===== src/hdl/fetch_pkg.sv =====
`default_nettype none

package fetch_pkg;

    // Datapath widths
    localparam int ADDR_W = 32;
    localparam int INST_W = 32;

    // Direct-mapped cache geometry
    localparam int LINE_WORDS  = 4;
    localparam int CACHE_LINES = 16;
    localparam int OFFS_W      = $clog2(LINE_WORDS);
    localparam int INDEX_W     = $clog2(CACHE_LINES);
    // Two byte bits sit below the word offset
    localparam int TAG_W       = ADDR_W - INDEX_W - OFFS_W - 2;

    // Fetch queue
    localparam int FQ_DEPTH = 8;
    localparam int FQ_PTR_W = $clog2(FQ_DEPTH);

    typedef struct packed {
        logic [ADDR_W-1:0] pc;
        logic [INST_W-1:0] inst;
    } fetch_entry_t;

    // Line request towards the word-serial memory
    typedef struct packed {
        logic              req;
        logic [ADDR_W-1:0] addr;
    } mem_req_t;

    typedef struct packed {
        logic              valid;
        logic [INST_W-1:0] data;
    } mem_rsp_t;

    typedef enum logic {
        FS_LOOKUP,
        FS_REFILL
    } fetch_state_e;

    // RISC-V major opcodes, bits [6:0]
    typedef enum logic [6:0] {
        OP_JAL    = 7'b1101111,
        OP_JALR   = 7'b1100111,
        OP_BRANCH = 7'b1100011,
        OP_OTHER  = 7'b0000000
    } opcode_e;

endpackage

`default_nettype wire


===== src/hdl/fetch_fsm.sv =====
`default_nettype none

module fetch_fsm (
    input  logic clk,
    input  logic rst,
    input  logic rdy,
    input  logic redirect,
    input  logic hit,
    input  logic full,
    input  logic mem_rsp_valid,
    input  logic last_word,
    output logic advance,
    output logic refill_start,
    output logic refill_active
);
    import fetch_pkg::*;

    fetch_state_e state;
    fetch_state_e state_next;

    always_comb
    begin
        state_next   = state;
        advance      = 1'b0;
        refill_start = 1'b0;
        case (state)
            FS_LOOKUP:
            begin
                if (!hit)
                begin
                    // Miss at the current PC, fetch the whole line
                    refill_start = 1'b1;
                    state_next   = FS_REFILL;
                end
                else if (!full && !redirect)
                begin
                    advance = 1'b1;
                end
            end
            FS_REFILL:
            begin
                // Line is written on the final word, retry lookup next cycle
                if (mem_rsp_valid && last_word)
                begin
                    state_next = FS_LOOKUP;
                end
            end
            default:
            begin
                state_next = FS_LOOKUP;
            end
        endcase
    end

    assign refill_active = (state == FS_REFILL);

    always_ff @(posedge clk)
    begin
        if (rst)
        begin
            state <= FS_LOOKUP;
        end
        else if (rdy)
        begin
            state <= state_next;
        end
    end

endmodule

`default_nettype wire


===== src/hdl/fetch_queue.sv =====
`default_nettype none

module fetch_queue (
    input  logic                    clk,
    input  logic                    rst,
    input  logic                    rdy,
    input  logic                    flush,
    input  logic                    push,
    input  fetch_pkg::fetch_entry_t push_entry,
    input  logic                    rob_full,
    output logic                    full,
    output logic                    issue_valid,
    output fetch_pkg::fetch_entry_t issue_entry
);
    import fetch_pkg::*;

    fetch_entry_t        mem [FQ_DEPTH];
    logic [FQ_PTR_W-1:0] rd_ptr;
    logic [FQ_PTR_W-1:0] wr_ptr;
    logic                empty;
    logic                wr_en;
    logic                rd_en;

    // Protected strobes, never push when full or pop when empty
    assign wr_en = push && !full;
    assign rd_en = !empty && !rob_full;

    always_ff @(posedge clk)
    begin
        if (rst || (rdy && flush))
        begin
            rd_ptr <= '0;
            wr_ptr <= '0;
            empty  <= 1'b1;
            full   <= 1'b0;
        end
        else if (rdy)
        begin
            if (wr_en)
            begin
                wr_ptr <= wr_ptr + 1'b1;
            end
            if (rd_en)
            begin
                rd_ptr <= rd_ptr + 1'b1;
            end
            if (wr_en && !rd_en)
            begin
                empty <= 1'b0;
                // Last free slot taken
                full  <= (FQ_PTR_W'(wr_ptr + 1'b1) == rd_ptr);
            end
            else if (rd_en && !wr_en)
            begin
                full  <= 1'b0;
                empty <= (FQ_PTR_W'(rd_ptr + 1'b1) == wr_ptr);
            end
        end
    end

    always_ff @(posedge clk)
    begin
        if (rdy && wr_en && !flush)
        begin
            mem[wr_ptr] <= push_entry;
        end
    end

    assign issue_valid = rd_en;
    assign issue_entry = mem[rd_ptr];

endmodule

`default_nettype wire


===== src/hdl/fetch_unit.sv =====
`default_nettype none

module fetch_unit (
    input  logic                         clk,
    input  logic                         rst,
    input  logic                         rdy,
    input  logic                         redirect,
    input  logic [fetch_pkg::ADDR_W-1:0] redirect_pc,
    output fetch_pkg::mem_req_t          mem_req_o,
    input  fetch_pkg::mem_rsp_t          mem_rsp_i,
    input  logic                         rob_full,
    output logic                         issue_valid,
    output fetch_pkg::fetch_entry_t      issue_entry
);
    import fetch_pkg::*;

    logic              hit;
    logic [INST_W-1:0] hit_inst;
    logic              advance;
    logic              refill_start;
    logic              refill_active;
    logic [OFFS_W-1:0] word_idx;
    logic              last_word;
    logic              full;
    logic [ADDR_W-1:0] pc;
    fetch_entry_t      push_entry;

    assign push_entry = '{pc: pc, inst: hit_inst};

    fetch_fsm fsm0 (
        .clk           (clk),
        .rst           (rst),
        .rdy           (rdy),
        .redirect      (redirect),
        .hit           (hit),
        .full          (full),
        .mem_rsp_valid (mem_rsp_i.valid),
        .last_word     (last_word),
        .advance       (advance),
        .refill_start  (refill_start),
        .refill_active (refill_active)
    );

    refill_counter cnt0 (
        .clk           (clk),
        .rst           (rst),
        .rdy           (rdy),
        .refill_start  (refill_start),
        .mem_rsp_valid (mem_rsp_i.valid),
        .word_idx      (word_idx),
        .last_word     (last_word)
    );

    icache_array ic0 (
        .clk           (clk),
        .rst           (rst),
        .rdy           (rdy),
        .pc            (pc),
        .refill_start  (refill_start),
        .refill_active (refill_active),
        .word_idx      (word_idx),
        .mem_rsp_i     (mem_rsp_i),
        .hit           (hit),
        .hit_inst      (hit_inst),
        .mem_req_o     (mem_req_o)
    );

    pc_gen pcg0 (
        .clk         (clk),
        .rst         (rst),
        .rdy         (rdy),
        .advance     (advance),
        .hit_inst    (hit_inst),
        .redirect    (redirect),
        .redirect_pc (redirect_pc),
        .pc          (pc)
    );

    // Redirect flushes everything fetched on the old path
    fetch_queue fq0 (
        .clk         (clk),
        .rst         (rst),
        .rdy         (rdy),
        .flush       (redirect),
        .push        (advance),
        .push_entry  (push_entry),
        .rob_full    (rob_full),
        .full        (full),
        .issue_valid (issue_valid),
        .issue_entry (issue_entry)
    );

endmodule

`default_nettype wire


===== src/hdl/icache_array.sv =====
`default_nettype none

module icache_array (
    input  logic                             clk,
    input  logic                             rst,
    input  logic                             rdy,
    input  logic [fetch_pkg::ADDR_W-1:0]     pc,
    input  logic                             refill_start,
    input  logic                             refill_active,
    input  logic [fetch_pkg::OFFS_W-1:0]     word_idx,
    input  fetch_pkg::mem_rsp_t              mem_rsp_i,
    output logic                             hit,
    output logic [fetch_pkg::INST_W-1:0]     hit_inst,
    output fetch_pkg::mem_req_t              mem_req_o
);
    import fetch_pkg::*;

    logic [CACHE_LINES-1:0] valid_q;
    logic [TAG_W-1:0]       tag_mem  [CACHE_LINES];
    logic [INST_W-1:0]      data_mem [CACHE_LINES*LINE_WORDS];

    logic [INDEX_W-1:0] pc_index;
    logic [OFFS_W-1:0]  pc_offs;
    logic [TAG_W-1:0]   pc_tag;

    // Line being refilled, latched when the miss is seen
    logic [INDEX_W-1:0] refill_index;
    logic [TAG_W-1:0]   refill_tag;
    mem_req_t           mem_req_q;
    logic               word_wr;
    logic               line_done;

    assign pc_offs  = pc[2 +: OFFS_W];
    assign pc_index = pc[OFFS_W+2 +: INDEX_W];
    assign pc_tag   = pc[ADDR_W-1 -: TAG_W];

    // Combinational read at the current PC
    assign hit      = valid_q[pc_index] && (tag_mem[pc_index] == pc_tag);
    assign hit_inst = data_mem[{pc_index, pc_offs}];

    assign word_wr   = refill_active && mem_rsp_i.valid;
    assign line_done = word_wr && (word_idx == OFFS_W'(LINE_WORDS - 1));

    always_ff @(posedge clk)
    begin
        if (rst)
        begin
            valid_q       <= '0;
            mem_req_q.req <= 1'b0;
        end
        else if (rdy)
        begin
            if (refill_start)
            begin
                // Old line is dropped while the new one streams in
                valid_q[pc_index] <= 1'b0;
                mem_req_q.req     <= 1'b1;
            end
            else if (line_done)
            begin
                valid_q[refill_index] <= 1'b1;
                mem_req_q.req         <= 1'b0;
            end
        end
    end

    always_ff @(posedge clk)
    begin
        if (rdy)
        begin
            if (refill_start)
            begin
                refill_index   <= pc_index;
                refill_tag     <= pc_tag;
                mem_req_q.addr <= {pc[ADDR_W-1:OFFS_W+2], {(OFFS_W+2){1'b0}}};
            end
            if (word_wr)
            begin
                data_mem[{refill_index, word_idx}] <= mem_rsp_i.data;
            end
            if (line_done)
            begin
                tag_mem[refill_index] <= refill_tag;
            end
        end
    end

    assign mem_req_o = mem_req_q;

endmodule

`default_nettype wire


===== src/hdl/pc_gen.sv =====
`default_nettype none

module pc_gen (
    input  logic                         clk,
    input  logic                         rst,
    input  logic                         rdy,
    input  logic                         advance,
    input  logic [fetch_pkg::INST_W-1:0] hit_inst,
    input  logic                         redirect,
    input  logic [fetch_pkg::ADDR_W-1:0] redirect_pc,
    output logic [fetch_pkg::ADDR_W-1:0] pc
);
    import fetch_pkg::*;

    opcode_e           opcode;
    logic [ADDR_W-1:0] jal_imm;
    logic [ADDR_W-1:0] pc_next;

    assign opcode = opcode_e'(hit_inst[6:0]);

    // J-type immediate, sign extended from bit 31
    assign jal_imm = {{(ADDR_W-20){hit_inst[31]}},
                      hit_inst[19:12],
                      hit_inst[20],
                      hit_inst[30:21],
                      1'b0};

    always_comb
    begin
        pc_next = pc;
        if (redirect)
        begin
            pc_next = redirect_pc;
        end
        else if (advance)
        begin
            // JAL target is known at fetch, take it now
            if (opcode == OP_JAL)
            begin
                pc_next = pc + jal_imm;
            end
            else
            begin
                pc_next = pc + ADDR_W'(4);
            end
        end
    end

    always_ff @(posedge clk)
    begin
        if (rst)
        begin
            pc <= '0;
        end
        else if (rdy)
        begin
            pc <= pc_next;
        end
    end

endmodule

`default_nettype wire


===== src/hdl/refill_counter.sv =====
`default_nettype none

module refill_counter (
    input  logic                           clk,
    input  logic                           rst,
    input  logic                           rdy,
    input  logic                           refill_start,
    input  logic                           mem_rsp_valid,
    output logic [fetch_pkg::OFFS_W-1:0]   word_idx,
    output logic                           last_word
);
    import fetch_pkg::*;

    // Words arrive in order from the line base
    always_ff @(posedge clk)
    begin
        if (rst)
        begin
            word_idx <= '0;
        end
        else if (rdy)
        begin
            if (refill_start)
            begin
                word_idx <= '0;
            end
            else if (mem_rsp_valid)
            begin
                // Wraps to zero after the final word
                word_idx <= word_idx + 1'b1;
            end
        end
    end

    assign last_word = (word_idx == OFFS_W'(LINE_WORDS - 1));

endmodule

`default_nettype wire


===== config.mk =====
export PLATFORM = sky130hd
export DESIGN_NAME = fetch_unit
export DESIGN_NICKNAME = d
export VERILOG_FILES = /design/src/hdl/fetch_pkg.sv /design/src/hdl/fetch_fsm.sv /design/src/hdl/fetch_queue.sv /design/src/hdl/fetch_unit.sv /design/src/hdl/icache_array.sv /design/src/hdl/pc_gen.sv /design/src/hdl/refill_counter.sv
export SDC_FILE = /design/constraint.sdc
export NUM_CORES = 2
export LEC_CHECK = 0
export BUFFER_PORTS_ARGS = -buffer_cell sky130_fd_sc_hd__buf_2
export CORE_MARGIN = 1.5
export CORE_UTILIZATION = 35
export DETAILED_ROUTE_END_ITERATION = 7
export GPL_TIMING_DRIVEN = 0
export PLACE_DENSITY = 0.54
export SYNTH_ARGS = -nofsm -noshare
export SYNTH_HDL_FRONTEND = slang
export SYNTH_SLANG_ARGS = --single-unit

===== constraint.sdc =====
create_clock -name clk -period 17.7 [get_ports clk]
set_clock_uncertainty 0.1 [all_clocks]
set_input_delay 1.77 -clock clk [delete_from_list [all_inputs] [get_ports clk]]
set_output_delay 1.77 -clock clk [all_outputs]
set_load 0.005 [all_outputs]

# After elaboration in Yosys (flattened, before gate mapping)
# Memory sizes are Yosys's and may differ from the RTL's. A register that Yosys moved wholly into a read port is not among the register bits.
# Cells that the tools add are included.
[op_classes]
n_mux = 40
n_reduce_logical = 32
n_addsub = 5
magnitude_cmp = 4
bitwise = 4
n_eq_ne = 5
[ops]
columns = ["op", "n"]
rows = [
  ["2-to-1 mux 32 bit", 3],
  ["adder 32 x 3 -> 32 bit, second input constant", 1],
  ["adder 32 bit", 1],
  ["2-to-1 mux 16 bit", 2],
  ["equality test 24 bit", 1],
  ["2-to-1 mux 1 bit", 23],
  ["bitwise AND 16 bit", 1],
  ["NOT 16 bit", 1],
  ["OR 16 bit", 1],
  ["logical AND 1 bit", 14],
  ["AND reduction 2 bit", 7],
  ["2-to-1 mux 6 bit", 2],
  ["< comparator 4 x 5 -> 1 bit, second input constant", 2],
  ["demux 1 bit (select 4 bit)", 2],
  [">= comparator 4 x 1 -> 1 bit, second input constant", 2],
  ["2-to-1 mux 4 bit", 2],
  ["nonzero test 2 bit", 4],
  ["equality test 7 bit, second input constant", 1],
  ["adder 3 x 1 -> 3 bit, second input constant", 2],
  ["equality test 3 bit", 2],
  ["logical NOT 1 bit", 6],
  ["2-to-1 mux 3 bit", 2],
  ["binary-select mux 1 bit (select 4 bit)", 1],
  ["2-to-1 mux 2 bit", 2],
  ["5 further kinds", 5],
]
[word_totals]
output_inout_bits = 98
mem_count = 3
reg_bits = 116
mem_bits_rw = 2944
word_cells = 105
inputBits = 70
[mem_list]
columns = ["memory", "words", "width", "rd", "rd_ports_with_merged_regs", "wr", "line", "source"]
rows = [
  ["ic0.data_mem", 64, 32, 1, 1, 1, "icache_array.sv:20", "logic [INST_W-1:0] data_mem [CACHE_LINES*LINE_WORDS];"],
  ["fq0.mem", 8, 64, 1, 1, 1, "fetch_queue.sv:17", "fetch_entry_t mem [FQ_DEPTH];"],
  ["ic0.tag_mem", 16, 24, 1, 1, 1, "icache_array.sv:19", "logic [TAG_W-1:0] tag_mem [CACHE_LINES];"],
]

# Depth between registers and ports, before layout
[logic_depth]
word_depth = 10
mapped_depth = 24
ltp_nobuf = 18

# Cells and area by module
# A second synthesis with hierarchy kept.
[unflattened]
cells_unflattened = 5365
hier_area_um2 = 118474.9
[modules_own_cells]
columns = ["module", "cells_each", "seq_area_each_um2", "instances", "area_each_um2"]
rows = [
  ["icache_array", 4026, 74211.2, 1, 94793.4],
  ["fetch_queue", 807, 15595.0, 1, 19760.2],
  ["pc_gen", 514, 640.6, 1, 3744.8],
  ["refill_counter", 11, 40.0, 1, 112.6],
  ["fetch_fsm", 7, 20.0, 1, 63.8],
]

# Worst setup path before layout
# No wires, ideal clock.
[synth_timing]
path_kind = "register -> register"
from = "register with a tool-made name"
to = "memory fq0.mem[5][0] (netlist name) (enable)"
synth_period_minus_slack_ns = 8.280
path_buffers = 3
arrival_ns = 7.602
stages_incl_launch_ff = 14
setup_ns = 0.578
t_required_ns = 17.022
slack_ns = 9.420
path_cell_list = "dfxtp_1 > buf_6 > buf_6 > buf_6 > mux4_2 > xnor2_1 > nor2_1 > o41ai_1 > o211ai_1 > nor2_1 > nand4_2 > nor3b_4 > nand2_1 > nor3b_1"
[synth_lines]
columns = ["element", "line"]
rows = [
  ["end, declared", "fetch_queue.sv:17"],
]

==> flow_metrics.env <==
export IMPL_outcome="completed"
export IMPL_post_route_util_pct=41.1
export IMPL_async_reset_ff_share_pct=0
export IMPL_dpl_instance_area_mm2=0.129
export IMPL_p_sw_mw=3.33
export IMPL_final_area_mm2=0.139
export IMPL_design_portCount=168
export IMPL_postCtsHoldBufs=0
export IMPL_grt_pass1_wl_um=487000
export IMPL_floorplan_initialDensity_pct=35.2
export IMPL_leakage_nw=42.5
export IMPL_timing_hold_violations_final=0
export IMPL_chipWidth_um=585
export IMPL_worst_setup_path_end_kind="flop"
export IMPL_synth_adder_area_share_pct=0.386
export IMPL_route_antenna_remaining_nets=0
export IMPL_antenna_found_initial=26
export IMPL_synthToLayoutAreaGrowth_pct=16.8
export IMPL_switching_share_pct=22.1
export IMPL_dpl_hpwl_um=237000
export IMPL_ctsRootBufferMaster="sky130_fd_sc_hd__clkbuf_16"
export IMPL_routed_wl_um=354000
export IMPL_seqPwrFrac_pct=53.0
export IMPL_total_power_per_unit_cell_area_mw_per_mm2=109
export IMPL_critical_path_max_fanout=10
export IMPL_netlist_area_before_placement_mm2=0.119
export IMPL_synth_top_cell_area_share_pct=75.2
export IMPL_drt_pass1_iter_count=8
export IMPL_dr_wl_cell_um=33.1
export IMPL_grt_max_degree=65
export IMPL_layout_nets=6047
export IMPL_hp_class="flop to flop"
export IMPL_synth_top_family_by_area="multiplexers"
export IMPL_groute_layer_met2_usage_pct=32.3
export IMPL_multi_input_gate_area_in_the_final_layout_mm2=0.0273
export IMPL_die_height_um=585
export IMPL_register_area_mm2=0.0906
export IMPL_finalWeightedCongestion=0.854
export IMPL_clock_tree_buffer_depth=4
export IMPL_setup_worst_path_start_class="flop"
export IMPL_top_usage_layer="met2"
export IMPL_synth_common_cells="2972 x sky130_fd_sc_hd__edfxtp_1, 857 x sky130_fd_sc_hd__mux4_2, 157 x sky130_fd_sc_hd__nor2_1"
export IMPL_fillers=29400
export IMPL_htreeDepth=5
export IMPL_ys_seq_area_share_pct=76.4
export IMPL_report_final_setup_viol=0
export IMPL_synth_xor_area_share_pct=0.642
export IMPL_max_clock_freq_mhz=96.8
export IMPL_timing_max_cap_violations=0
export IMPL_cts_sinks=3041
export IMPL_drt_drc_violations_left=0
export IMPL_grt_setup_unrepaired="no"
export IMPL_data_arrival_time_at_the_worst_slack_endpoint_ns=11.02
export IMPL_muxShareOfSynthArea_pct=17.6
export IMPL_hold_start="ic0.valid_q[15]"
export IMPL_port_buffer_count=162
export IMPL_tightest_slew_ns=1.47
export IMPL_fin_total_pwr_mw=15.1
export IMPL_vias_per_cell=5.63
export IMPL_coreArea_mm2=0.337
export IMPL_setup_tns_final_ns=0
export IMPL_avg_synthesized_cell_area_um2=22.4
export IMPL_final_layout_size_suffix_gt1_share_pct=30.9
export IMPL_groute_usage_overall_pct=20.5
export IMPL_worst_setup_hold_path_clk_slew_ns=0.06
export IMPL_ys_seq_elements=3041
export IMPL_postCtsSetupRepairBufs=0
export IMPL_synthSimpleGateAreaFrac_pct=1.97
export IMPL_globalRoute_totalOverflow=0
export IMPL_groute_layer_met1_usage_pct=29.1
export IMPL_final_min_period_over_clock_period_pct=58.4
export IMPL_drv_slew=0
export IMPL_post_route_worst_hold_slack_ns=0.406
export IMPL_detailroute_via_count=60200
export IMPL_synth_edf_count=2972
export IMPL_grt_use_met3_pct=3.74
export IMPL_std_cell_rows=213
export IMPL_postSynth_topFlopCell="sky130_fd_sc_hd__edfxtp_1"
export IMPL_yosysWarnings=0
export IMPL_tritoncts="built"
export IMPL_synth_largest_area_cell="sky130_fd_sc_hd__edfxtp_1"
export IMPL_max_vdd_ir_drop_mv=0.0832
export IMPL_synthTopCellsByArea="sky130_fd_sc_hd__edfxtp_1 75%, sky130_fd_sc_hd__mux4_2 16%, sky130_fd_sc_hd__dfxtp_1 1.2%"
export IMPL_fin_crit_ns=10.33
export IMPL_cts_made_buffers=315
export IMPL_post_cts_resized=0
export IMPL_drt_initial_drc_count=7756
export IMPL_internal_power_contribution_mw=11.8
export IMPL_synthesis_instances=5292
export IMPL_comb_power_share_pct=5.6
export IMPL_die_area_mm2=0.343
export IMPL_post_synth_num_cell_types=85
export IMPL_grt_pass1_vias=60000
export IMPL_synth_compound_area_share_pct=1.87
export IMPL_worstSkewPairLatency_ns=0.88
export IMPL_worst_endpoint_required_ns=18.39
export IMPL_power_share_clock_pct=41.5
export IMPL_post_synth_top_count_cell="sky130_fd_sc_hd__edfxtp_1"
export IMPL_setup_worst_path_class="flop to flop"
export IMPL_timing_max_slew_rel_slack_pct=2.23
==> sequential cells by signal, summed over array words and instances, names as in the netlist, 3 cells and up, named ones only <==
register / count
fq0.rd_ptr: 3
fq0.wr_ptr: 3
fq0.mem: 512
pcg0.pc: 32
ic0.tag_mem: 384
ic0.refill_tag: 24
ic0.data_mem: 2048
ic0.refill_index: 3
ic0.valid_q: 16
==> cell type report <==
cell class	count	area share, %
buffer	278	0.937
clock buffer	395	6.06
sequential	3041	65.4
multi-input combinational	1941	19.7
antenna	9	0.0162
inverter	35	0.0966
timing repair buffer	329	2.98
tap	4515	4.08
clock inverter	153	0.767
==> worst max-delay path, stage by stage (launching register included) <==
cell and delay (ns):
sky130_fd_sc_hd__dfxtp_1 0.35, sky130_fd_sc_hd__buf_2 0.26, sky130_fd_sc_hd__buf_2 0.33, sky130_fd_sc_hd__inv_2 0.43, sky130_fd_sc_hd__buf_2 0.44, sky130_fd_sc_hd__buf_2 0.66, sky130_fd_sc_hd__buf_2 0.54, sky130_fd_sc_hd__clkbuf_1 0.91
sky130_fd_sc_hd__clkbuf_1 1.05, sky130_fd_sc_hd__nand2_1 0.13, sky130_fd_sc_hd__a31oi_1 1.10, sky130_fd_sc_hd__ha_1 0.37, sky130_fd_sc_hd__inv_1 0.07, sky130_fd_sc_hd__fa_1 0.39, sky130_fd_sc_hd__nand2b_1 0.19, sky130_fd_sc_hd__a21oi_1 0.19
sky130_fd_sc_hd__o211ai_1 0.22, sky130_fd_sc_hd__o21ai_0 0.46, sky130_fd_sc_hd__a41oi_1 0.35, sky130_fd_sc_hd__o21a_1 0.28, sky130_fd_sc_hd__o311ai_0 0.51, sky130_fd_sc_hd__a211oi_1 0.19, sky130_fd_sc_hd__o41a_1 0.45, sky130_fd_sc_hd__nor3_1 0.16
==> routing by layer <==
metal / vias up / wire length [um]
li1: 23800 / -
met1: 32900 / 149000
met2: 2910 / 164000
met3: 608 / 29400
met4: 0 / 11700
met5: - / 0
==> power by group through the flow <==
stage | clock, mW | combinational (mW) | sequential (mW)
after floorplan | 0 | 0.469 | 8.11
after global placement | 0 | 0.813 | 8.14
after detailed placement | 0 | 0.841 | 8.15
after CTS | 6.37 | 0.842 | 7.99
after global routing | 6.63 | 0.886 | 7.99
final | 6.26 | 0.838 | 7.99
==> worst paths after layout <==
kind                            slack (ns)              end  cells after the start
worst max-delay path                  7.37      pcg0.pc[31]                     23
worst max register to register        7.37      pcg0.pc[31]                     23
worst min register to register        0.41  ic0.valid_q[15]                      2
worst min-delay path                  0.41  ic0.valid_q[15]                      2
==> placed cells by master (no fill, tap or decap), types with 30 or more instances in the layout <==
master                      Yosys  routed
sky130_fd_sc_hd__mux4_2       857     857
sky130_fd_sc_hd__nand3_1       42      42
sky130_fd_sc_hd__buf_2         86     250
sky130_fd_sc_hd__buf_16         0      31
sky130_fd_sc_hd__edfxtp_1    2972    2972
sky130_fd_sc_hd__nor2_1       157      76
sky130_fd_sc_hd__clkinv_2       0      57
sky130_fd_sc_hd__clkbuf_1     127     193
sky130_fd_sc_hd__buf_1         33      30
sky130_fd_sc_hd__nand2_1      133     133
sky130_fd_sc_hd__clkinv_1       2      67
sky130_fd_sc_hd__xnor2_1       66      66
sky130_fd_sc_hd__inv_1         31      31
sky130_fd_sc_hd__buf_12         0     101
sky130_fd_sc_hd__ha_1          35      35
sky130_fd_sc_hd__o21ai_0       60      60
sky130_fd_sc_hd__nor2_4         0      81
sky130_fd_sc_hd__dfxtp_1       69      69
sky130_fd_sc_hd__a21oi_1       66      66
sky130_fd_sc_hd__clkbuf_16      0     325
sky130_fd_sc_hd__mux2i_1       73      73
sky130_fd_sc_hd__mux2_2        71      71
==> kinds of logic after synthesis <==
family / count (synthesis)
flops: 3041
xor+xnor: 87
other cells: 1
simple gates: 488
compound gates: 325
mux: 1001
fa+ha+maj: 36
buf+inv: 313
==> stage by stage <==
stage | setup WS (ns) | cells
4_1_cts | 7.43 | 10700
3_3_place_gp | 1.82 | 9972
3_5_place_dp | 7.46 | 10100
6_report | 7.37 | 10700
5_1_grt | 6.98 | 10700
2_1_floorplan | 9.42 | 5295
(Power assumes the default switching activity.)
